`src/hw/mempool_pkg.sv`:
```
// MemPool system configuration
// Core count, L2 geometry, address map and control register offsets
`default_nettype none

package mempool_pkg;

  localparam int unsigned NumCores     = 8;
  localparam int unsigned DataWidth    = 32;
  localparam int unsigned StrbWidth    = DataWidth / 8;
  localparam int unsigned AddrWidth    = 32;
  localparam int unsigned RegionWidth  = 4;                  // Top bits that select a region
  localparam int unsigned ByteOffWidth = $clog2(StrbWidth);

  // L2 geometry
  localparam int unsigned NumL2Banks     = 4;
  localparam int unsigned L2BankNumWords = 256;
  localparam int unsigned L2Size         = NumL2Banks * L2BankNumWords * StrbWidth; // 4 KiB
  localparam int unsigned L2BankIdxWidth = $clog2(NumL2Banks);
  localparam int unsigned L2RowIdxWidth  = $clog2(L2BankNumWords);

  // Address map
  localparam logic [AddrWidth-1:0] L2MemoryBaseAddr      = 32'h8000_0000;
  localparam logic [AddrWidth-1:0] L2MemoryEndAddr       = L2MemoryBaseAddr + L2Size;
  localparam logic [AddrWidth-1:0] CtrlRegistersBaseAddr = 32'h4000_0000;
  localparam logic [AddrWidth-1:0] CtrlRegistersEndAddr  = 32'h4001_0000;
  localparam logic [AddrWidth-1:0] BootromBaseAddr       = 32'hA000_0000;
  localparam logic [AddrWidth-1:0] BootromEndAddr        = 32'hA001_0000;

  // Boot table
  localparam int unsigned          BootromNumWords = 16;
  localparam logic [DataWidth-1:0] BootromFill     = 32'h0000_0013; // nop

  // Control register offsets
  localparam logic [AddrWidth-1:0] EocOffset        = 32'h0000_0000;
  localparam logic [AddrWidth-1:0] WakeUpOffset     = 32'h0000_0004;
  localparam logic [AddrWidth-1:0] TcdmStartOffset  = 32'h0000_0008;
  localparam logic [AddrWidth-1:0] TcdmEndOffset    = 32'h0000_000C;
  localparam logic [AddrWidth-1:0] NumCoresOffset   = 32'h0000_0010;

  // TCDM window reported to software
  localparam logic [AddrWidth-1:0] TcdmBaseAddr = 32'h0000_0000;
  localparam logic [AddrWidth-1:0] TcdmSize     = 32'h0001_0000;

endpackage : mempool_pkg

`default_nettype wire
```
`src/hw/mem_bus_pkg.sv`:
```
// Memory bus types
// Host and target request/response words, target select and address views
`default_nettype none

package mem_bus_pkg;

  typedef logic [mempool_pkg::AddrWidth-1:0] addr_t;
  typedef logic [mempool_pkg::DataWidth-1:0] data_t;
  typedef logic [mempool_pkg::StrbWidth-1:0] strb_t;

  // Region view used by the address decoder
  typedef struct packed {
    logic [mempool_pkg::RegionWidth-1:0]                         region;
    logic [mempool_pkg::AddrWidth-mempool_pkg::RegionWidth-1:0]  offset;
  } region_view_t;

  // Word-interleaved view used by the L2 banks
  typedef struct packed {
    logic [mempool_pkg::AddrWidth-mempool_pkg::L2RowIdxWidth-mempool_pkg::L2BankIdxWidth
           -mempool_pkg::ByteOffWidth-1:0] upper;
    logic [mempool_pkg::L2RowIdxWidth-1:0]  row;
    logic [mempool_pkg::L2BankIdxWidth-1:0] bank;
    logic [mempool_pkg::ByteOffWidth-1:0]   byte_off;
  } l2_view_t;

  typedef union packed {
    region_view_t region;
    l2_view_t     l2;
  } sys_addr_u;

  typedef struct packed {
    logic  valid;
    logic  we;
    addr_t addr;
    data_t wdata;
    strb_t strb;
  } sys_req_t;

  typedef struct packed {
    logic  valid;
    logic  err;
    data_t rdata;
  } sys_rsp_t;

  typedef struct packed {
    logic      req;
    logic      we;
    sys_addr_u addr;
    data_t     wdata;
    strb_t     strb;
  } tgt_req_t;

  typedef struct packed {
    data_t rdata;
    logic  err;
  } tgt_rsp_t;

  typedef enum logic [1:0] {
    TgtL2,
    TgtBootrom,
    TgtCtrl,
    TgtNone
  } target_e;

endpackage : mem_bus_pkg

`default_nettype wire

```
`src/hw/ctrl_registers.sv`:
```
// Control registers
// End of computation, per-core wake-up pulse and read-only system information
`default_nettype none
`timescale 1ns/100ps

module ctrl_registers (
  input  logic                             clk_i,
  input  logic                             rst_n_i,
  input  mem_bus_pkg::tgt_req_t            req_i,
  output mem_bus_pkg::tgt_rsp_t            rsp_o,
  output logic [mempool_pkg::NumCores-1:0] wake_up_o,
  output logic                             eoc_valid_o
);

  mem_bus_pkg::addr_t               reg_off;
  logic                             wr;
  logic                             eoc_we;
  logic                             wake_we;
  logic                             err_d;
  mem_bus_pkg::data_t               rdata_d;
  mem_bus_pkg::data_t               eoc_q;
  logic [mempool_pkg::NumCores-1:0] wake_up_q;
  mem_bus_pkg::data_t               rdata_q;
  logic                             err_q;

  assign reg_off = mem_bus_pkg::addr_t'(req_i.addr.region.offset);
  assign wr      = req_i.req && req_i.we;

  always_comb begin
    rdata_d = '0;
    err_d   = 1'b0;
    eoc_we  = 1'b0;
    wake_we = 1'b0;
    unique case (reg_off)
      mempool_pkg::EocOffset: begin
        rdata_d = eoc_q;
        eoc_we  = wr;
      end
      mempool_pkg::WakeUpOffset: begin
        wake_we = wr; // Reads as zero
      end
      mempool_pkg::TcdmStartOffset: begin
        rdata_d = mempool_pkg::TcdmBaseAddr;
        err_d   = req_i.we;
      end
      mempool_pkg::TcdmEndOffset: begin
        rdata_d = mempool_pkg::TcdmBaseAddr + mempool_pkg::TcdmSize;
        err_d   = req_i.we;
      end
      mempool_pkg::NumCoresOffset: begin
        rdata_d = mem_bus_pkg::data_t'(mempool_pkg::NumCores);
        err_d   = req_i.we;
      end
      default: err_d = 1'b1; // No register here
    endcase
    if (req_i.we) begin
      rdata_d = '0;
    end
  end

  always_ff @(posedge clk_i) begin
    if (!rst_n_i) begin
      eoc_q     <= '0;
      wake_up_q <= '0;
    end else begin
      if (eoc_we) begin
        eoc_q <= req_i.wdata;
      end
      // Single-cycle pulse of the written mask
      wake_up_q <= wake_we ? req_i.wdata[mempool_pkg::NumCores-1:0] : '0;
    end
  end

  always_ff @(posedge clk_i) begin
    if (req_i.req) begin
      rdata_q <= rdata_d;
      err_q   <= err_d;
    end
  end

  assign rsp_o       = '{rdata: rdata_q, err: err_q};
  assign wake_up_o   = wake_up_q;
  assign eoc_valid_o = eoc_q[0];

endmodule : ctrl_registers

`default_nettype wire

```
`config.mk`:
```
export PLATFORM = sky130hd
export DESIGN_NAME = ctrl_registers
export DESIGN_NICKNAME = d
export VERILOG_FILES = /design/src/hw/mempool_pkg.sv /design/src/hw/mem_bus_pkg.sv /design/src/hw/ctrl_registers.sv
export SDC_FILE = /design/constraint.sdc
export NUM_CORES = 1
export LEC_CHECK = 0
export BUFFER_PORTS_ARGS = -buffer_cell sky130_fd_sc_hd__buf_2
export CAP_MARGIN = 40
export CORE_MARGIN = 2
export CORE_UTILIZATION = 25
export CTS_CLUSTER_SIZE = 8
export DETAILED_ROUTE_END_ITERATION = 16
export PLACE_DENSITY_LB_ADDON = 0.1
export SLEW_MARGIN = 10
export SYNTH_ARGS = -nofsm -noshare
export SYNTH_HDL_FRONTEND = slang
export SYNTH_SLANG_ARGS = --single-unit
```
`constraint.sdc`:
```
create_clock -name clk_i -period 2.2 [get_ports clk_i]
set_input_delay 0.11 -clock clk_i [delete_from_list [all_inputs] [get_ports clk_i]]
set_output_delay 0.11 -clock clk_i [all_outputs]
set_load 0.02 [all_outputs]
```
==> impl_metrics.ini <==
[worst_setup_path]
r2r_end = rdata_q[16]
reg2reg_from = eoc_q[16]
worstSetupEndpointType = register
reg2regPathDepth = 2
worstSetupEndpoint = err_q
cp.arrival_ns = 1.57
crit_start = req_i[47]
crit_path_start_kind = input port
critical_path.max_fanout = 4
ff2ff_setup_slack_ns = 1.07
setup.worst_path.class = in -> reg
required_ns = 2.26

[timing]
hold_slack_ns = 0.01124
finalSetupTns_ns = 0
worst_pin_slew_ns = 0.5100
relSlewSlack_pct = 66.00
layout_min_cycle_time_ns = 1.512
rsz0062_at_grt = no
final-max-slew-violation-count = 0
hold_violations = 0
fmax_mhz = 661.6
skew_ns = 0.003281
setup_slack_ns = 0.6884
finalSetupViolations = 0
timing.final.crit_share_pct = 68.71

[final_layout]
final_area_sq_um = 3943
finish.net_count = 438
diodes = 0
fin_util_pct = 34.83
drive_gt1_share_pct = 36.12
syn_to_final_growth_pct = 36.76
instances_no_fill = 514
final_cell_mix = buf_2, nand2_1, dfxtp_1, and2_1, edfxtp_1
layout_commonest_cell = buf_2

[placed_design]
place_hpwl_mm = 4.298
gp_congestion = 0.6679
placedInstanceArea_sq_um = 3570
post-place-cells = 491
pre_cts_slack_ns = 0.3466
portBuffers = 105

[run]
cap_violations = 0

[floorplanning]
dieArea_sq_um = 12410
die_h_um = 111.4
core-area_sq_um = 11320
start_util_pct = 25.46
io_pins = 114
die-width_um = 111.4
fp-row-count = 39

[route]
drt_iter0_drc = 59
ant_nets = 0
remaining_drc_errors = 0
viasPerCell = 4.074
wl_mm = 6.422
vias = 2094
drt_pre_antenna_iters = 4
wl_per_cell_um = 12.49

[global_routing]
antenna_found_initial = 0
grt_pass1_wl_mm = 10.42
grt_usage_pct = 10.76
grt_max_degree = 51
grt_pass1_vias = 2038
overflow = 0

[power]
total_power_mw = 3.109
p_leak_nw = 1.597
ir_worst_vdd_mv = 0.3016
power_density_nw_per_um2 = 788.5

[clock_tree]
cts_tree = built
cts_buffers = 9
cts.htree.levels = 3
post_cts_buffers = 0
clock_sinks = 73
worstSkewPairLatency_ns = 0.32
path_clk_slew_ns = 0.06
cts_max_path_buffers = 2
cts_root_buf = clkbuf_16

[synthesis]
avgSynthCellArea_sq_um = 11.53
synthDistinctLibCells = 22
synth_nets = 322
ys_seq_area_share_pct = 62.15
synth_area_sq_um = 2883
yosysWarnings = 0
syn_inst = 250
synth-seq-cells = 73

[min_path]
min_from = req_i[5]
hp-class = in -> reg

[run_status]
outcome = finished clean
-- logic make-up after synthesis --
kind of cell	Yosys count	share of synthesized area, %
buffers and inverters	15	2.865
and+or+nand+nor	127	23.22
muxes	32	11.11
AOI/OAI and AO/OA	3	0.6508
DFF	73	62.15
-- worst min path at each step --
stage / to / slack, ns / cells past startpoint
2_1_floorplan: err_q / 0.22 / 0
3_3_place_gp: wake_up_o[4] / 0.33 / 2
3_5_place_dp: wake_up_o[6] / 0.33 / 2
4_1_cts: wake_up_o[1] / 0.002 / 2
5_1_grt: wake_up_o[1] / 0.02 / 2
6_report: wake_up_o[1] / 0.01 / 2
-- what timing repair did --
| action | in CTS | in global routing |
|---|---|---|
| gates resized for setup | 0 | 0 |
| hold buffers | 7 | 0 |
| endpoints found under the hold margin | 7 | 0 |
-- synthesized netlist by cell type, drive strengths merged --
library cell / n / share of area, %
buf: 4 / 1.4
and4b: 1 / 0.35
a21oi: 1 / 0.17
or2: 1 / 0.22
dfxtp: 40 / 28
and2: 38 / 8.2
o21ai: 1 / 0.17
inv: 1 / 0.13
clkbuf: 10 / 1.3
nor2: 2 / 0.26
or4: 1 / 0.26
nand4: 1 / 0.43
nand3: 1 / 0.17
a2111oi: 1 / 0.30
nor3: 5 / 0.87
nor4: 8 / 3.4
mux2i: 32 / 11
edfxtp: 33 / 34
nand2: 69 / 9.0
-- flip-flops by register name, indices dropped and copies added, names as in the netlist --
register   cells
err_q          1
rdata_q       32
eoc_q         32
wake_up_o      8
-- worst max-delay path: stages --
cell and delay [ns]:
buf_2 0.09, nor4_1 0.30, nand2_1 0.24, or2_2 0.37
or4_1 0.46
-- cell type report --
class	instances	area (sq um)
Multi-Input combinational cell	162	1017
Clock inverter	3	21.27
Sequential cell	73	1792
Clock buffer	13	281.5
Timing Repair Buffer	119	648.1
Fill cell	1157	7378
Tap cell	143	178.9
Inverter	1	3.754
-- per-layer routing --
| metal | global-route usage, % | wire length (um) | vias up |
|---|---|---|---|
| met3 | 4.518 | 530 | 4 |
| met1 | 13.76 | 2991 | 935 |
| met2 | 16.22 | 2846 | 76 |
| met5 | 0 | 0 | - |
| li1 | - | - | 1079 |
| met4 | 4.198 | 53 | 0 |
-- power breakdown --
part           switching [mW]  total (mW)  leakage (nW)  internal (mW)
combinational           0.124       0.207         0.815         0.0830
sequential            0.00722        1.45         0.636           1.45
clock                   0.555        1.45         0.147          0.895
(Power assumes the default switching activity.)
