File: config.mk
export PLATFORM = sky130hd
export DESIGN_NAME = bootrom
export DESIGN_NICKNAME = d
export VERILOG_FILES = /design/src/hw/mempool_pkg.sv /design/src/hw/mem_bus_pkg.sv /design/src/hw/bootrom.sv
export SDC_FILE = /design/constraint.sdc
export NUM_CORES = 1
export LEC_CHECK = 0
export BUFFER_PORTS_ARGS = -buffer_cell sky130_fd_sc_hd__buf_2
export CORE_MARGIN = 2
export CORE_UTILIZATION = 21
export DETAILED_ROUTE_END_ITERATION = 8
export HOLD_SLACK_MARGIN = 0.15
export PLACE_DENSITY = 0.85
export SYNTH_ARGS = -nofsm -noshare
export SYNTH_HDL_FRONTEND = slang
export SYNTH_SLANG_ARGS = --single-unit
File: constraint.sdc
create_clock -name clk_i -period 1.4 [get_ports clk_i]
set_input_delay 0.14 -clock clk_i [delete_from_list [all_inputs] [get_ports clk_i]]
set_output_delay 0.14 -clock clk_i [all_outputs]
set_load 0.01 [all_outputs]
File: src/hw/mempool_pkg.sv
// MemPool system configuration
// Core count, L2 geometry, address map and control register offsets
`default_nettype none

package mempool_pkg;

  localparam int unsigned NumCores     = 8;
  localparam int unsigned DataWidth    = 32;
  localparam int unsigned StrbWidth    = DataWidth / 8;
  localparam int unsigned AddrWidth    = 32;
  localparam int unsigned RegionWidth  = 4;                  // Top bits that select a region
  localparam int unsigned ByteOffWidth = $clog2(StrbWidth);

  // L2 geometry
  localparam int unsigned NumL2Banks     = 4;
  localparam int unsigned L2BankNumWords = 256;
  localparam int unsigned L2Size         = NumL2Banks * L2BankNumWords * StrbWidth; // 4 KiB
  localparam int unsigned L2BankIdxWidth = $clog2(NumL2Banks);
  localparam int unsigned L2RowIdxWidth  = $clog2(L2BankNumWords);

  // Address map
  localparam logic [AddrWidth-1:0] L2MemoryBaseAddr      = 32'h8000_0000;
  localparam logic [AddrWidth-1:0] L2MemoryEndAddr       = L2MemoryBaseAddr + L2Size;
  localparam logic [AddrWidth-1:0] CtrlRegistersBaseAddr = 32'h4000_0000;
  localparam logic [AddrWidth-1:0] CtrlRegistersEndAddr  = 32'h4001_0000;
  localparam logic [AddrWidth-1:0] BootromBaseAddr       = 32'hA000_0000;
  localparam logic [AddrWidth-1:0] BootromEndAddr        = 32'hA001_0000;

  // Boot table
  localparam int unsigned          BootromNumWords = 16;
  localparam logic [DataWidth-1:0] BootromFill     = 32'h0000_0013; // nop

  // Control register offsets
  localparam logic [AddrWidth-1:0] EocOffset        = 32'h0000_0000;
  localparam logic [AddrWidth-1:0] WakeUpOffset     = 32'h0000_0004;
  localparam logic [AddrWidth-1:0] TcdmStartOffset  = 32'h0000_0008;
  localparam logic [AddrWidth-1:0] TcdmEndOffset    = 32'h0000_000C;
  localparam logic [AddrWidth-1:0] NumCoresOffset   = 32'h0000_0010;

  // TCDM window reported to software
  localparam logic [AddrWidth-1:0] TcdmBaseAddr = 32'h0000_0000;
  localparam logic [AddrWidth-1:0] TcdmSize     = 32'h0001_0000;

endpackage : mempool_pkg

`default_nettype wire
File: src/hw/mem_bus_pkg.sv
// Memory bus types
// Host and target request/response words, target select and address views
`default_nettype none

package mem_bus_pkg;

  typedef logic [mempool_pkg::AddrWidth-1:0] addr_t;
  typedef logic [mempool_pkg::DataWidth-1:0] data_t;
  typedef logic [mempool_pkg::StrbWidth-1:0] strb_t;

  // Region view used by the address decoder
  typedef struct packed {
    logic [mempool_pkg::RegionWidth-1:0]                         region;
    logic [mempool_pkg::AddrWidth-mempool_pkg::RegionWidth-1:0]  offset;
  } region_view_t;

  // Word-interleaved view used by the L2 banks
  typedef struct packed {
    logic [mempool_pkg::AddrWidth-mempool_pkg::L2RowIdxWidth-mempool_pkg::L2BankIdxWidth
           -mempool_pkg::ByteOffWidth-1:0] upper;
    logic [mempool_pkg::L2RowIdxWidth-1:0]  row;
    logic [mempool_pkg::L2BankIdxWidth-1:0] bank;
    logic [mempool_pkg::ByteOffWidth-1:0]   byte_off;
  } l2_view_t;

  typedef union packed {
    region_view_t region;
    l2_view_t     l2;
  } sys_addr_u;

  typedef struct packed {
    logic  valid;
    logic  we;
    addr_t addr;
    data_t wdata;
    strb_t strb;
  } sys_req_t;

  typedef struct packed {
    logic  valid;
    logic  err;
    data_t rdata;
  } sys_rsp_t;

  typedef struct packed {
    logic      req;
    logic      we;
    sys_addr_u addr;
    data_t     wdata;
    strb_t     strb;
  } tgt_req_t;

  typedef struct packed {
    data_t rdata;
    logic  err;
  } tgt_rsp_t;

  typedef enum logic [1:0] {
    TgtL2,
    TgtBootrom,
    TgtCtrl,
    TgtNone
  } target_e;

endpackage : mem_bus_pkg

`default_nettype wire

File: src/hw/bootrom.sv
// Boot ROM
// Fixed boot table, word 0 points at L2, writes are rejected
`default_nettype none
`timescale 1ns/100ps

module bootrom (
  input  logic                  clk_i,
  input  mem_bus_pkg::tgt_req_t req_i,
  output mem_bus_pkg::tgt_rsp_t rsp_o
);

  mem_bus_pkg::addr_t word_idx;
  mem_bus_pkg::data_t rom_word;
  mem_bus_pkg::data_t rdata_q;
  logic               err_q;

  assign word_idx = mem_bus_pkg::addr_t'(req_i.addr.region.offset) >> mempool_pkg::ByteOffWidth;

  always_comb begin
    if (word_idx == '0) begin
      rom_word = mempool_pkg::L2MemoryBaseAddr; // Boot address
    end else if (word_idx < mempool_pkg::BootromNumWords) begin
      rom_word = mempool_pkg::BootromFill;
    end else begin
      rom_word = '0;                            // Past the table
    end
  end

  always_ff @(posedge clk_i) begin
    if (req_i.req) begin
      rdata_q <= req_i.we ? '0 : rom_word;
      err_q   <= req_i.we;
    end
  end

  assign rsp_o = '{rdata: rdata_q, err: err_q};

endmodule : bootrom

`default_nettype wire

==> run metrics, run 1 <==
# IOs 104; Fin. Hold Viols 0; Synth Instances 46; unrepaired setup endpoints after global routing no; capturing element type of the critical path primary output; Post-CTS Resized 0; Global Route Usage Sum 0.06484; final wirelength 989 microns; largest net degree at the start of global routing 4; status complete, no violations; ranking of synthesized cells by area buf_4 (58%), edfxtp_1 (22%), nor4_1 (7.8%); Site Rows 15; fin crit period 0.9434 ns; Yosys reg bits 3; cell area after synthesis 401.6 sq um; DPL Wire Length 876.7 microns; Hold Path Sink rdata_q[31]; Via Count 370; post-route cell area 513.0 sq um; die width 47.73 microns; Pwr per Cell Area 692.2 nW/um^2; GR Overflow Total 0; final period utilization 0.6738; max-slew violation count 0; CTS Buf Count 3; Avg Cell Area, Syn 8.731 sq um; top cells by count, synth buf_4 (31), nor4_1 (5), edfxtp_1 (3); Worst Path Buf+Inv 1; area share of the leading cell type in the synthesized netlist 0.5794; slowest CP cell edfxtp_1; share of layout cells above drive strength 1 0.4691; port bufs 33; leading area contributor after synthesis buf_4; clock transition at the registers of the reported paths 0.04 ns; Die Ht 47.73 microns; required time of the critical path 1.26 ns; Top FF cell, synth edfxtp_1; cell count along the critical path 1; most frequent cell after synthesis buf_4; Initial Util 0.2277; global-route wire length before repair 952 microns; Post-synth EDFFs 3; Vias/cell 3.491; H-tree lvl count 1; Routed Antenna Nets 0; CP delay by family, top flip-flops; Avg WL per Cell 9.330 microns; CP Cell Sequence buf_2; CP Max Fanout 3; Fin Hold WS 0.2957 ns; Ys Warns 0; Yosys cell types 10; max incr delay on CP 0.40 ns; highest clock rate 1.060 GHz; critical hold path startpoint req_i[39]; Hold Path Cell Cnt 3; core box area 1764 sq um; Layout Nets 153; Post-CTS Setup Inserts 0; Layout area overhead 27.73%; root buf cell clkbuf_4; setup_tns 0 ns; # diodes 0; Max rail drop VDD 0.2004 mV; Routability Congestion 0.4705; kind of critical path flop to primary output; DRT Pass-1 Iters 1; sequential fraction of the synthesis area 0.2243; Iter 0 DRT Violations 0; DR DRC count 0; Overall Power 0.3551 mW; Post-synth ARST share 0; max cap viols 0; Die ar. 2278 sq um; setup violators final 0; vias in the first global route 296; post-layout util 0.2908; CTS tree built; Static Leak 0.2797 nW; clock sinks 3; crit start category flop; initial antenna violation count 0; arrival time worst endpoint 0.80 ns; dpl cell area 466.7 sq um; Min-Delay Path Class input port to flop; clock tree buffer depth 2
[layout make-up]
class | instances | area (sq um)
fill | 197 | 1251
timing repair buffer | 35 | 185.2
multi-input combinational | 39 | 180.2
sequential | 3 | 90.09
tap | 25 | 31.28
clock buffer | 4 | 26.28
[metrics by stage]
step	cells	setup WS, ns
final	106	0.4566
after global routing	106	0.4276
after CTS	106	0.4439
after detailed placement	100	0.2210
after global placement	100	0.2294
after floorplan	73	0.3424
[cells by family after synthesis]
kind of cell | count (synthesis) | share of synthesized area
simple gates | 11 | 0.1869
other cells | 1 | 0.009337
flops | 3 | 0.2243
buf+inv | 31 | 0.5794
[worst min-delay path, cell delays in order]
cell and delay (ns):
buf_2 0.07, or4_4 0.11, nor3_2 0.04
[what timing repair did]
action                                 CTS  global route
setup endpoints to repair                0             0
hold buffers                             2             0
endpoints found under the hold margin    4             0
[layer usage]
metal | track usage | vias to the layer above | part of all wire
met4 | 0.04865 | 0 | 0
li1 | - | 167 | -
met5 | 0 | - | 0
met1 | 0.02242 | 156 | 0.27
met2 | 0.1573 | 47 | 0.49
met3 | 0.02642 | 0 | 0.24
[placed cells by master (no fill, tap or decap), types with 2 or more instances in the layout]
cell / n
buf_2: 33
conb_1: 28
nor4_1: 5
clkbuf_4: 3
edfxtp_1: 3
dlygate4sd3_1: 2
[how the worst max path moves through the flow]
stage,endpoint,slack [ns],startpoint
floorplan,rdata_q[1],0.34,req_i[39]
global placement,rdata_q[1],0.23,req_i[39]
detailed placement,rdata_q[1],0.22,req_i[39]
CTS,rsp_o[5],0.44,rdata_q[1]
global route,rsp_o[5],0.43,rdata_q[1]
finish,rsp_o[5],0.46,rdata_q[1]
[state kept, by name, indices dropped and copies added (netlist names)]
signal	count
rdata_q	2
err_q	1
[where the power goes]
| part | switching, mW | total [mW] | internal [mW] |
|---|---|---|---|
| Clock | 0.0441 | 0.151 | 0.107 |
| Combinational | 0.0580 | 0.0975 | 0.0395 |
| Sequential | 0.00189 | 0.107 | 0.105 |
No activity file was read; power rests on OpenSTA's default activity.
==> run 2: changes to the inputs <==
- clock period: 1.4 -> 0.9 ns (I/O delays scaled with it)
==> run 2 against run 1 <==
Compared with the run above: the run now ends with negative setup slack left; flip-flop and latch count did not move; hold slack got worse by 0.14 ns; sequential share of layout area fell by 0.34 points; critical path depth did not move; sequential power rose by 55%; global-route usage fell by 0.31 points; cell count did not move; utilization rose by 0.57 points; routed wire length rose by 8.3%; critical endpoint is now rsp_o[2]; largest cell class is now multi-input combinational cells; largest power group unchanged.
==> run metrics, run 2 (synthesis gave the netlist of run 1 again) <==
setup violators final 3; die width 47.73 microns; CTS tree built; root buf cell clkbuf_4; share of layout cells above drive strength 1 0.5062; final wirelength 1071 microns; Vias/cell 3.509; vias in the first global route 299; # diodes 0; Site Rows 15; CP Cell Sequence buf_2; core box area 1764 sq um; Routability Congestion 0.4705; Fin. Hold Viols 0; max cap viols 0; CTS Buf Count 3; violations in the final reports negative setup slack; port bufs 33; status finished with violations; GR Overflow Total 0; Min-Delay Path Class input port to flop; Routed Antenna Nets 0; unrepaired setup endpoints after global routing yes; Via Count 372; DPL Wire Length 866.9 microns; CP delay by family, top flip-flops; fin crit period 0.9227 ns; Initial Util 0.2277; DRT Pass-1 Iters 1; capturing element type of the critical path primary output; post-layout util 0.2965; H-tree lvl count 1; CP Max Fanout 3; Final WS setup -0.02273 ns; arrival time worst endpoint 0.83 ns; highest clock rate 1.084 GHz; Worst Path Buf+Inv 1; max reg flops 2; Seq. cell area 90.09 sq um; Iter 0 DRT Violations 0; clock transition at the registers of the reported paths 0.04 ns; Layout area overhead 30.22%; largest net degree at the start of global routing 4; Die ar. 2278 sq um; Largest regs rdata_q: 2 flops, err_q: 1 flops; clock tree buffer depth 2; initial antenna violation count 0; required time of the critical path 0.81 ns; max-slew violation count 0; Fillers 198; Pwr per Cell Area 1085 nW/um^2; slowest CP cell edfxtp_1; crit start category flop; area of the multi-input gates 192.7 sq um; commonest non-fill, non-tap cell in the layout buf_2; Max rail drop VDD 0.4089 mV; global-route wire length before repair 924 microns; Avg WL per Cell 10.10 microns; final period utilization 1.025; kind of critical path flop to primary output; clock sinks 3; DR DRC count 0; Die Ht 47.73 microns; Global Route Usage Sum 0.06178; # IOs 104; Reg with most FFs rdata_q; Fin Hold WS 0.1543 ns; max incr delay on CP 0.42 ns; Layout Nets 153; highest-count cells in the layout ignoring fill and taps buf_2 (33), conb_1 (28), nor4_1 (3), clkbuf_4 (3), edfxtp_1 (3); Static Leak 0.2812 nW
==> run 2: cell count changes in the layout (fill, tap and decap cells not counted) <==
cell,change
nor4_1,-2
nor4_2,+2
buf_4,+1
dlygate4sd3_1,-1
==> run 2: area by class of cell <==
| class | instances | area share |
|---|---|---|
| clock buffer | 4 | 0.05024 |
| timing repair buffer | 35 | 0.3493 |
| tap | 25 | 0.05981 |
| multi-input combinational | 39 | 0.3684 |
| sequential | 3 | 0.1722 |
==> run 2: worst paths after layout <==
kind / startpoint / to / depth (start not counted)
hold / removal: req_i[68] / err_q / 2
setup / recovery: rdata_q[1] / rsp_o[2] / 1
==> run 2: layer usage <==
metal | vias up | global-route usage | wire length (microns)
li1 | 167 | - | -
met1 | 154 | 0.02018 | 284
met2 | 49 | 0.1573 | 543
met3 | 2 | 0.02642 | 235
met4 | 0 | 0.03243 | 8
met5 | - | 0 | 0
==> run 2: report_power, final <==
part | switching, mW | internal, mW
combinational | 0.0942 | 0.0625
sequential | 0.00329 | 0.163
clock | 0.0779 | 0.167
==> run 2: through the flow <==
step | setup WS [ns] | instances | area (sq um) | setup TNS (ns) | total power, mW
floorplan | -0.1076 | 73 | 503.0 | -0.1076 | 0.3351
global placement | -0.2171 | 101 | 474.2 | -0.3504 | 0.3117
detailed placement | -0.2365 | 101 | 474.2 | -0.3902 | 0.3132
CTS | -0.03579 | 107 | 520.5 | -0.09719 | 0.5697
global route | -0.04768 | 106 | 523.0 | -0.1326 | 0.6042
finish | -0.02273 | 106 | 523.0 | -0.05759 | 0.5676
==> run 2: repair_timing <==
item	CTS	global route
pin swaps	0	1
hold buffers	2	0
hold endpoints to repair	4	0
setup buffers	0	0
endpoints found under the setup margin	3	5
resized for setup	0	2
