`src/hw/mempool_pkg.sv`:
```
// MemPool system configuration
// Core count, L2 geometry, address map and control register offsets
`default_nettype none

package mempool_pkg;

  localparam int unsigned NumCores     = 8;
  localparam int unsigned DataWidth    = 32;
  localparam int unsigned StrbWidth    = DataWidth / 8;
  localparam int unsigned AddrWidth    = 32;
  localparam int unsigned RegionWidth  = 4;                  // Top bits that select a region
  localparam int unsigned ByteOffWidth = $clog2(StrbWidth);

  // L2 geometry
  localparam int unsigned NumL2Banks     = 4;
  localparam int unsigned L2BankNumWords = 256;
  localparam int unsigned L2Size         = NumL2Banks * L2BankNumWords * StrbWidth; // 4 KiB
  localparam int unsigned L2BankIdxWidth = $clog2(NumL2Banks);
  localparam int unsigned L2RowIdxWidth  = $clog2(L2BankNumWords);

  // Address map
  localparam logic [AddrWidth-1:0] L2MemoryBaseAddr      = 32'h8000_0000;
  localparam logic [AddrWidth-1:0] L2MemoryEndAddr       = L2MemoryBaseAddr + L2Size;
  localparam logic [AddrWidth-1:0] CtrlRegistersBaseAddr = 32'h4000_0000;
  localparam logic [AddrWidth-1:0] CtrlRegistersEndAddr  = 32'h4001_0000;
  localparam logic [AddrWidth-1:0] BootromBaseAddr       = 32'hA000_0000;
  localparam logic [AddrWidth-1:0] BootromEndAddr        = 32'hA001_0000;

  // Boot table
  localparam int unsigned          BootromNumWords = 16;
  localparam logic [DataWidth-1:0] BootromFill     = 32'h0000_0013; // nop

  // Control register offsets
  localparam logic [AddrWidth-1:0] EocOffset        = 32'h0000_0000;
  localparam logic [AddrWidth-1:0] WakeUpOffset     = 32'h0000_0004;
  localparam logic [AddrWidth-1:0] TcdmStartOffset  = 32'h0000_0008;
  localparam logic [AddrWidth-1:0] TcdmEndOffset    = 32'h0000_000C;
  localparam logic [AddrWidth-1:0] NumCoresOffset   = 32'h0000_0010;

  // TCDM window reported to software
  localparam logic [AddrWidth-1:0] TcdmBaseAddr = 32'h0000_0000;
  localparam logic [AddrWidth-1:0] TcdmSize     = 32'h0001_0000;

endpackage : mempool_pkg

`default_nettype wire
```
`src/hw/mem_bus_pkg.sv`:
```
// Memory bus types
// Host and target request/response words, target select and address views
`default_nettype none

package mem_bus_pkg;

  typedef logic [mempool_pkg::AddrWidth-1:0] addr_t;
  typedef logic [mempool_pkg::DataWidth-1:0] data_t;
  typedef logic [mempool_pkg::StrbWidth-1:0] strb_t;

  // Region view used by the address decoder
  typedef struct packed {
    logic [mempool_pkg::RegionWidth-1:0]                         region;
    logic [mempool_pkg::AddrWidth-mempool_pkg::RegionWidth-1:0]  offset;
  } region_view_t;

  // Word-interleaved view used by the L2 banks
  typedef struct packed {
    logic [mempool_pkg::AddrWidth-mempool_pkg::L2RowIdxWidth-mempool_pkg::L2BankIdxWidth
           -mempool_pkg::ByteOffWidth-1:0] upper;
    logic [mempool_pkg::L2RowIdxWidth-1:0]  row;
    logic [mempool_pkg::L2BankIdxWidth-1:0] bank;
    logic [mempool_pkg::ByteOffWidth-1:0]   byte_off;
  } l2_view_t;

  typedef union packed {
    region_view_t region;
    l2_view_t     l2;
  } sys_addr_u;

  typedef struct packed {
    logic  valid;
    logic  we;
    addr_t addr;
    data_t wdata;
    strb_t strb;
  } sys_req_t;

  typedef struct packed {
    logic  valid;
    logic  err;
    data_t rdata;
  } sys_rsp_t;

  typedef struct packed {
    logic      req;
    logic      we;
    sys_addr_u addr;
    data_t     wdata;
    strb_t     strb;
  } tgt_req_t;

  typedef struct packed {
    data_t rdata;
    logic  err;
  } tgt_rsp_t;

  typedef enum logic [1:0] {
    TgtL2,
    TgtBootrom,
    TgtCtrl,
    TgtNone
  } target_e;

endpackage : mem_bus_pkg

`default_nettype wire

```
`src/hw/soc_demux.sv`:
```
// SoC address demultiplexer
// Routes host requests to L2, boot ROM or control registers and returns responses in order
`default_nettype none
`timescale 1ns/100ps

module soc_demux (
  input  logic                  clk_i,
  input  logic                  rst_n_i,
  input  mem_bus_pkg::sys_req_t host_req_i,
  output mem_bus_pkg::sys_rsp_t host_rsp_o,
  output mem_bus_pkg::tgt_req_t l2_req_o,
  output mem_bus_pkg::tgt_req_t rom_req_o,
  output mem_bus_pkg::tgt_req_t ctrl_req_o,
  input  mem_bus_pkg::tgt_rsp_t l2_rsp_i,
  input  mem_bus_pkg::tgt_rsp_t rom_rsp_i,
  input  mem_bus_pkg::tgt_rsp_t ctrl_rsp_i
);

  mem_bus_pkg::sys_addr_u addr_u;
  mem_bus_pkg::target_e   tgt_sel;
  mem_bus_pkg::target_e   tgt_q;
  mem_bus_pkg::tgt_req_t  tgt_req;
  mem_bus_pkg::tgt_rsp_t  rsp_sel;
  logic                   valid_q;
  logic                   rsp_valid_q;
  logic                   rsp_err_q;
  mem_bus_pkg::data_t     rsp_rdata_q;

  // Hit when the region matches and the offset lies below the window size
  function automatic logic in_window(mem_bus_pkg::sys_addr_u a, mem_bus_pkg::addr_t base,
                                     mem_bus_pkg::addr_t limit);
    mem_bus_pkg::sys_addr_u b;
    b = base;
    return (a.region.region == b.region.region) &&
           (mem_bus_pkg::addr_t'(a.region.offset) < (limit - base));
  endfunction

  assign addr_u = host_req_i.addr;

  always_comb begin
    tgt_sel = mem_bus_pkg::TgtNone;
    if (in_window(addr_u, mempool_pkg::L2MemoryBaseAddr, mempool_pkg::L2MemoryEndAddr)) begin
      tgt_sel = mem_bus_pkg::TgtL2;
    end else if (in_window(addr_u, mempool_pkg::BootromBaseAddr,
                           mempool_pkg::BootromEndAddr)) begin
      tgt_sel = mem_bus_pkg::TgtBootrom;
    end else if (in_window(addr_u, mempool_pkg::CtrlRegistersBaseAddr,
                           mempool_pkg::CtrlRegistersEndAddr)) begin
      tgt_sel = mem_bus_pkg::TgtCtrl;
    end
  end

  // Payload is broadcast, only the selected target sees req
  always_comb begin
    tgt_req = '{req: 1'b0, we: host_req_i.we, addr: addr_u,
                wdata: host_req_i.wdata, strb: host_req_i.strb};
    l2_req_o       = tgt_req;
    rom_req_o      = tgt_req;
    ctrl_req_o     = tgt_req;
    l2_req_o.req   = host_req_i.valid && (tgt_sel == mem_bus_pkg::TgtL2);
    rom_req_o.req  = host_req_i.valid && (tgt_sel == mem_bus_pkg::TgtBootrom);
    ctrl_req_o.req = host_req_i.valid && (tgt_sel == mem_bus_pkg::TgtCtrl);
  end

  always_comb begin
    unique case (tgt_q)
      mem_bus_pkg::TgtL2:      rsp_sel = l2_rsp_i;
      mem_bus_pkg::TgtBootrom: rsp_sel = rom_rsp_i;
      mem_bus_pkg::TgtCtrl:    rsp_sel = ctrl_rsp_i;
      default:                 rsp_sel = '{rdata: '0, err: 1'b1}; // Unmapped
    endcase
  end

  always_ff @(posedge clk_i) begin
    if (!rst_n_i) begin
      valid_q     <= 1'b0;
      tgt_q       <= mem_bus_pkg::TgtNone;
      rsp_valid_q <= 1'b0;
    end else begin
      valid_q     <= host_req_i.valid; // Stage 1 target in flight
      tgt_q       <= tgt_sel;
      rsp_valid_q <= valid_q;          // Stage 2 response to host
    end
  end

  always_ff @(posedge clk_i) begin
    if (valid_q) begin
      rsp_err_q   <= rsp_sel.err;
      rsp_rdata_q <= rsp_sel.rdata;
    end
  end

  assign host_rsp_o = '{valid: rsp_valid_q, err: rsp_err_q, rdata: rsp_rdata_q};

endmodule : soc_demux

`default_nettype wire

```
`config.mk`:
```
export PLATFORM = sky130hd
export DESIGN_NAME = soc_demux
export DESIGN_NICKNAME = d
export VERILOG_FILES = /design/src/hw/mempool_pkg.sv /design/src/hw/mem_bus_pkg.sv /design/src/hw/soc_demux.sv
export SDC_FILE = /design/constraint.sdc
export NUM_CORES = 1
export LEC_CHECK = 0
export BUFFER_PORTS_ARGS = -buffer_cell sky130_fd_sc_hd__buf_2
export CORE_AREA = 3 3 158 160
export CTS_BUF_LIST = sky130_fd_sc_hd__clkbuf_16
export DETAILED_ROUTE_END_ITERATION = 8
export DIE_AREA = 0 0 161 163
export PLACE_DENSITY = 0.43
export SYNTH_ARGS = -nofsm -noshare
export SYNTH_HDL_FRONTEND = slang
export SYNTH_SLANG_ARGS = --single-unit
```
`constraint.sdc`:
```
create_clock -name clk_i -period 1.85 [get_ports clk_i]
set_input_delay 0.37 -clock clk_i [delete_from_list [all_inputs] [get_ports clk_i]]
set_output_delay 0.37 -clock clk_i [all_outputs]
set_load 0.01 [all_outputs]
```
==> results.json, run 1 <==
{
  "fin_worst_hold_slack_ns": 0.360,
  "drc": 0,
  "grt_antenna_before_repair": 0,
  "post-cts-setup-buffer-count": 0,
  "antenna_cells": 0,
  "clk_pin_slew_worst_paths_ns": 0.05,
  "count_of_state_elements_after_synthesis": 37,
  "clkLatencyLatePin_ns": 0.28,
  "totalWireLength_um": 11200,
  "worst-endpoint-arrival_ns": 1.33,
  "maximum_number_of_pins_on_one_net_before_global_route_repair": 35,
  "power.density_nw_per_um2": 614,
  "clockBufferDepth": 2,
  "y_dimension_of_the_die_um": 163,
  "io_buffer_count": 218,
  "finalNetCount": 567,
  "synth.area.top_cells": "buf_4, edfxtp_1, mux2i_1",
  "cts_root_buffer": "clkbuf_16",
  "final.setup_skew_ns": 0.00637,
  "dp_slack_ns": 0.171,
  "stdcell_area_um2": 3650,
  "hold_path_startpoint": "rst_n_i",
  "intPower_mw": 1.73,
  "cts_hold_buffers": 0,
  "global_route.overflow_total": 0,
  "final_layout_size_suffix_gt1_frac": 0.610,
  "row_count": 56,
  "detail-route-antenna-nets": 0,
  "tritoncts": "built",
  "start_util": 0.149,
  "synth_top_area_frac": 0.457,
  "post_synth_instance_area_um2": 3520,
  "regToRegEndpoint": "rsp_rdata_q[17]",
  "drtIter0Drc": 114,
  "critPathRequiredTime_ns": 1.48,
  "share_comb_of_total_power": 0.160,
  "critPathKind": "in2out",
  "gpl.final_weighted_congestion": 0.703,
  "tightest_slew_ns": 0.578,
  "first_global_vias": 2343,
  "grt_setup_unrepaired": "no",
  "switching_part_of_the_total": 0.229,
  "layout_common_cells": "buf_2, nand2_1, edfxtp_1",
  "critical_path.reg2reg.startpoint": "tgt_q[0]",
  "detail_route.first_pass.iterations": 4,
  "element_type_at_the_critical_path_start": "input pin",
  "post-dp-hpwl_um": 9530,
  "post_dp_cell_area_um2": 3490,
  "share_clk_of_total_power": 0.425,
  "ys_dominant_reg_cell": "edfxtp_1",
  "max_rail_drop_vdd_mv": 0.340,
  "pwr-share-seq": 0.416,
  "timing.max_slew.rel_slack": 0.615,
  "cts.repair.resized": 0,
  "fp.dieArea_um2": 26200,
  "fin_ws_ns": 0.155,
  "count_of_mapped_cells_out_of_synthesis": 379,
  "post-route-period-util": 0.916,
  "power_leakage_nw": 1.82,
  "synth_edf_count": 33,
  "grt_pass1_wl_um": 15300,
  "yosys_warnings": 0,
  "ys_async_sr_fraction": 0,
  "max_clock_freq_mhz": 590,
  "final.min_clock_period_ns": 1.70,
  "destination_of_the_worst_hold_path": "rsp_valid_q",
  "floorplan.die.width_um": 161,
  "vias": 2313,
  "clock-sinks": 37,
  "setup_tns_ns": 0,
  "post-layout-total-power_mw": 2.24,
  "reg2reg_slack_ns": 0.34,
  "synthDistinctLibCells": 24,
  "drv.max_cap_violation_count": 0,
  "critical_path_peak_fanout": 4,
  "finalSetupViolations": 0,
  "detail_route.vias_per_cell": 3.23,
  "worstSetupEndpointType": "output port",
  "outcome": "completed",
  "number_of_pins_with_negative_max_slew_slack_in_the_final_report": 0,
  "net_count_synth": 550,
  "area_growth_syn_to_layout_pct": 3.81,
  "core-area_um2": 23500,
  "ios": 415,
  "post-synth-top-area-cell": "buf_4",
  "timing.hold.worst.class": "in2reg",
  "h_tree_depth": 2,
  "grt_use_total": 0.0785,
  "worstHoldPathCells": 2,
  "power_switching_mw": 0.514,
  "r2r_cells": 3,
  "seq_area_frac_synth": 0.305,
  "routed_length_per_placed_instance_um": 15.7,
  "most_common_library_cell_in_the_layout_ignoring_fill_and_taps": "buf_2",
  "post_synthesis_area_per_instance_um2": 9.28,
  "cts_made_buffers": 5,
  "timing.final.hold_violations": 0
}
-- routing by layer --
metal | vias up | track usage | wire, um
met5 | - | 0 | 0
met4 | 0 | 0.0469 | 570
met3 | 55 | 0.0384 | 1530
met2 | 203 | 0.133 | 5310
met1 | 979 | 0.0781 | 3820
li1 | 1076 | - | -
-- critical path: stages --
cell and delay [ns]:
buf_2 0.13, nor4_4 0.34, nand4_1 0.18, nor2_1 0.15
buf_2 0.15
-- cell usage after synthesis, types with 2 or more instances --
cell      instances
and2_1            2
buf_4           214
dfxtp_1           4
nor4b_1           3
buf_6             3
o21ai_0           4
nor4_4            2
nand4_1           3
mux2i_1          32
o21ai_1          29
edfxtp_1         33
nor2b_1           2
nor2_1            3
nand2_1          33
clkbuf_1          3
-- per-stage QoR --
step | utilization | std cells
global route | 0.155 | 716
global placement | 0.148 | 708
CTS | 0.155 | 716
detailed placement | 0.148 | 708
finish | 0.155 | 716
floorplan | - | 379
-- power groups by stage --
stage / Clock (mW) / Combinational, mW / Sequential, mW
global route: 1.04 / 0.393 / 0.933
global placement: 0 / 0.370 / 0.949
CTS: 1.00 / 0.368 / 0.932
floorplan: 0 / 0.497 / 0.971
finish: 0.951 / 0.358 / 0.932
detailed placement: 0 / 0.367 / 0.950
-- registers in the layout (all words and copies together) (netlist names) --
signal	flops
rsp_rdata_q	32
tgt_q	2
rsp_err_q	1
rsp_valid_q	1
valid_q	1
-- cell type report --
class / instances / area (um^2)
Multi-Input combinational cell: 121 / 792
Timing Repair Buffer: 230 / 1220
Fill cell: 2696 / 19900
Clock buffer: 5 / 125
Sequential cell: 37 / 1070
Tap cell: 319 / 399
Inverter: 1 / 3.75
Clock inverter: 3 / 37.5
-- worst max-delay path by stage --
stage / start / endpoint / slack [ns] / cells after the start
2_1_floorplan: valid_q / rsp_err_q / 0.46 / 0
3_3_place_gp: host_req_i[49] / l2_req_o[69] / 0.17 / 6
3_5_place_dp: host_req_i[54] / rom_req_o[69] / 0.17 / 5
4_1_cts: host_req_i[54] / rom_req_o[69] / 0.17 / 5
5_1_grt: host_req_i[59] / rom_req_o[69] / 0.06 / 5
6_report: host_req_i[54] / rom_req_o[69] / 0.15 / 5
-- logic make-up (layout without fill, tap and decap cells) --
family | count (synthesis) | in the layout | share of synthesized area
buffers and inverters | 221 | 239 | 0.471
AND/OR/NAND/NOR | 53 | 53 | 0.0808
flip-flops | 37 | 37 | 0.305
AO/OA/AOI/OAI | 36 | 36 | 0.0527
multiplexers | 32 | 32 | 0.0911
Note: power is estimated with default switching activity, not from simulation.
==> run 2, diff against run 1 <==
--- a/config.mk
+++ b/config.mk
@@ -11,6 +11,7 @@
 export DETAILED_ROUTE_END_ITERATION = 8
 export DIE_AREA = 0 0 161 163
 export PLACE_DENSITY = 0.43
+export REMOVE_ABC_BUFFERS = 1
 export SYNTH_ARGS = -nofsm -noshare
 export SYNTH_HDL_FRONTEND = slang
 export SYNTH_SLANG_ARGS = --single-unit
==> run 2 against run 1 <==
Against the previous run: critical path depth is the same; wire length grew 78%; cell count shrank 0.42%; combinational power shrank 4%; first-iteration DRC count grew 22%; count of clock-buffer cells in the layout is the same; worst hold slack lost 0.038 ns; cell area shrank 1.6%; die area is the same; highest routed layer is now met5; global-route usage grew 6.6 points; clock power shrank 8.2%; critical path type unchanged; register-to-register slack gained 0.08 ns.
==> results.json, run 2 (synthesized netlist as in run 1, its figures left out) <==
{
  "largest_reg_flops": 32,
  "layout_common_cells": "buf_2, nand2_1, edfxtp_1",
  "post-dp-hpwl_um": 17400,
  "critPathRequiredTime_ns": 1.48,
  "post-route-period-util": 0.882,
  "drv.max_cap_violation_count": 0,
  "cts_root_buffer": "clkbuf_16",
  "row_count": 56,
  "num-fill-cells": 2698,
  "post-layout-total-power_mw": 2.15,
  "final_layout_size_suffix_gt1_frac": 0.608,
  "core-area_um2": 23500,
  "detail-route-antenna-nets": 0,
  "clk_pin_slew_worst_paths_ns": 0.06,
  "detail_route.first_pass.iterations": 4,
  "critical_path_peak_fanout": 4,
  "max_rail_drop_vdd_mv": 0.249,
  "post_dp_cell_area_um2": 3450,
  "tritoncts": "built",
  "cts_made_buffers": 5,
  "seqCellArea_um2": 1070,
  "element_type_at_the_critical_path_start": "input pin",
  "drtIter0Drc": 139,
  "start_util": 0.149,
  "io_buffer_count": 218,
  "stdcell_area_um2": 3590,
  "global_route.overflow_total": 0,
  "first_global_vias": 2551,
  "max_clock_freq_mhz": 613,
  "finalNetCount": 563,
  "totalWireLength_um": 20000,
  "y_dimension_of_the_die_um": 163,
  "floorplan.die.width_um": 161,
  "grt_setup_unrepaired": "no",
  "critPathKind": "in2out",
  "h_tree_depth": 2,
  "tightest_slew_ns": 0.423,
  "outcome": "completed",
  "detail_route.vias_per_cell": 3.65,
  "clkLatencyLatePin_ns": 0.29,
  "ios": 415,
  "worst-endpoint-arrival_ns": 1.26,
  "clock-sinks": 37,
  "post-cts-setup-buffer-count": 0,
  "timing.max_slew.rel_slack": 0.718,
  "clockBufferDepth": 2,
  "fp.dieArea_um2": 26200,
  "grt_use_total": 0.145,
  "cts.repair.resized": 0,
  "cts_hold_buffers": 0,
  "timing.final.hold_violations": 0,
  "area_growth_syn_to_layout_pct": 2.14,
  "drc": 0,
  "power_leakage_nw": 1.79,
  "total_area_of_multi_input_combinational_cells_um2": 797,
  "routed_length_per_placed_instance_um": 28.0,
  "gpl.final_weighted_congestion": 0.818,
  "grt_antenna_before_repair": 5,
  "final.setup_skew_ns": 0.00330,
  "largest-register": "rsp_rdata_q",
  "power.density_nw_per_um2": 600,
  "reg2reg_slack_ns": 0.42,
  "number_of_pins_with_negative_max_slew_slack_in_the_final_report": 0,
  "most_common_library_cell_in_the_layout_ignoring_fill_and_taps": "buf_2",
  "grt_pass1_wl_um": 25000,
  "timing.hold.worst.class": "in2reg",
  "worstSetupEndpointType": "output port",
  "finalSetupViolations": 0,
  "vias": 2606,
  "biggestRegsByFlops": "rsp_rdata_q (32), tgt_q (2)",
  "maximum_number_of_pins_on_one_net_before_global_route_repair": 25,
  "final.min_clock_period_ns": 1.63
}
-- run 2: metal layers --
| metal | track usage | part of all wire | up-vias |
|---|---|---|---|
| li1 | - | - | 1070 |
| met1 | 0.128 | 0.31 | 1111 |
| met2 | 0.220 | 0.43 | 386 |
| met3 | 0.164 | 0.25 | 23 |
| met4 | 0.0192 | 0.0060 | 16 |
| met5 | 0.0701 | 0.012 | - |
-- run 2: area by class of cell --
class	count	area share
Antenna cell	1	0.000697
Clock buffer	5	0.0348
Clock inverter	3	0.00348
Inverter	1	0.00105
Multi-Input combinational cell	121	0.222
Sequential cell	37	0.299
Tap cell	319	0.111
Timing Repair Buffer	226	0.328
-- run 2: critical path: stages --
cell and delay [ns]:
buf_2 0.13, nor4_4 0.32, nand4_1 0.18, nor2_1 0.13
buf_2 0.13
-- run 2: power breakdown --
group          internal, mW  leakage (nW)  switching [mW]
Clock                 0.489        0.0687           0.383
Combinational         0.173          1.36           0.169
Sequential            0.926         0.360          0.0123
Total                  1.59          1.79           0.565
-- run 2: worst paths after layout --
check                      start              to  cells after the start
hold reg to reg          valid_q  rsp_rdata_q[8]                      0
hold / removal           rst_n_i     rsp_valid_q                      2
setup reg to reg        tgt_q[1]       rsp_err_q                      3
setup / recovery  host_req_i[63]   rom_req_o[69]                      5
-- run 2: stage by stage --
stage          instances  setup TNS [ns]  hold WS, ns  setup WS (ns)   util
2_1_floorplan        159          -23.44        0.492         -0.721      -
3_3_place_gp         704               0        0.629          0.211  0.147
3_5_place_dp         704               0        0.627          0.198  0.147
4_1_cts              712               0        0.311          0.193  0.152
5_1_grt              712               0        0.319          0.107  0.152
6_report             713               0        0.321          0.218  0.153
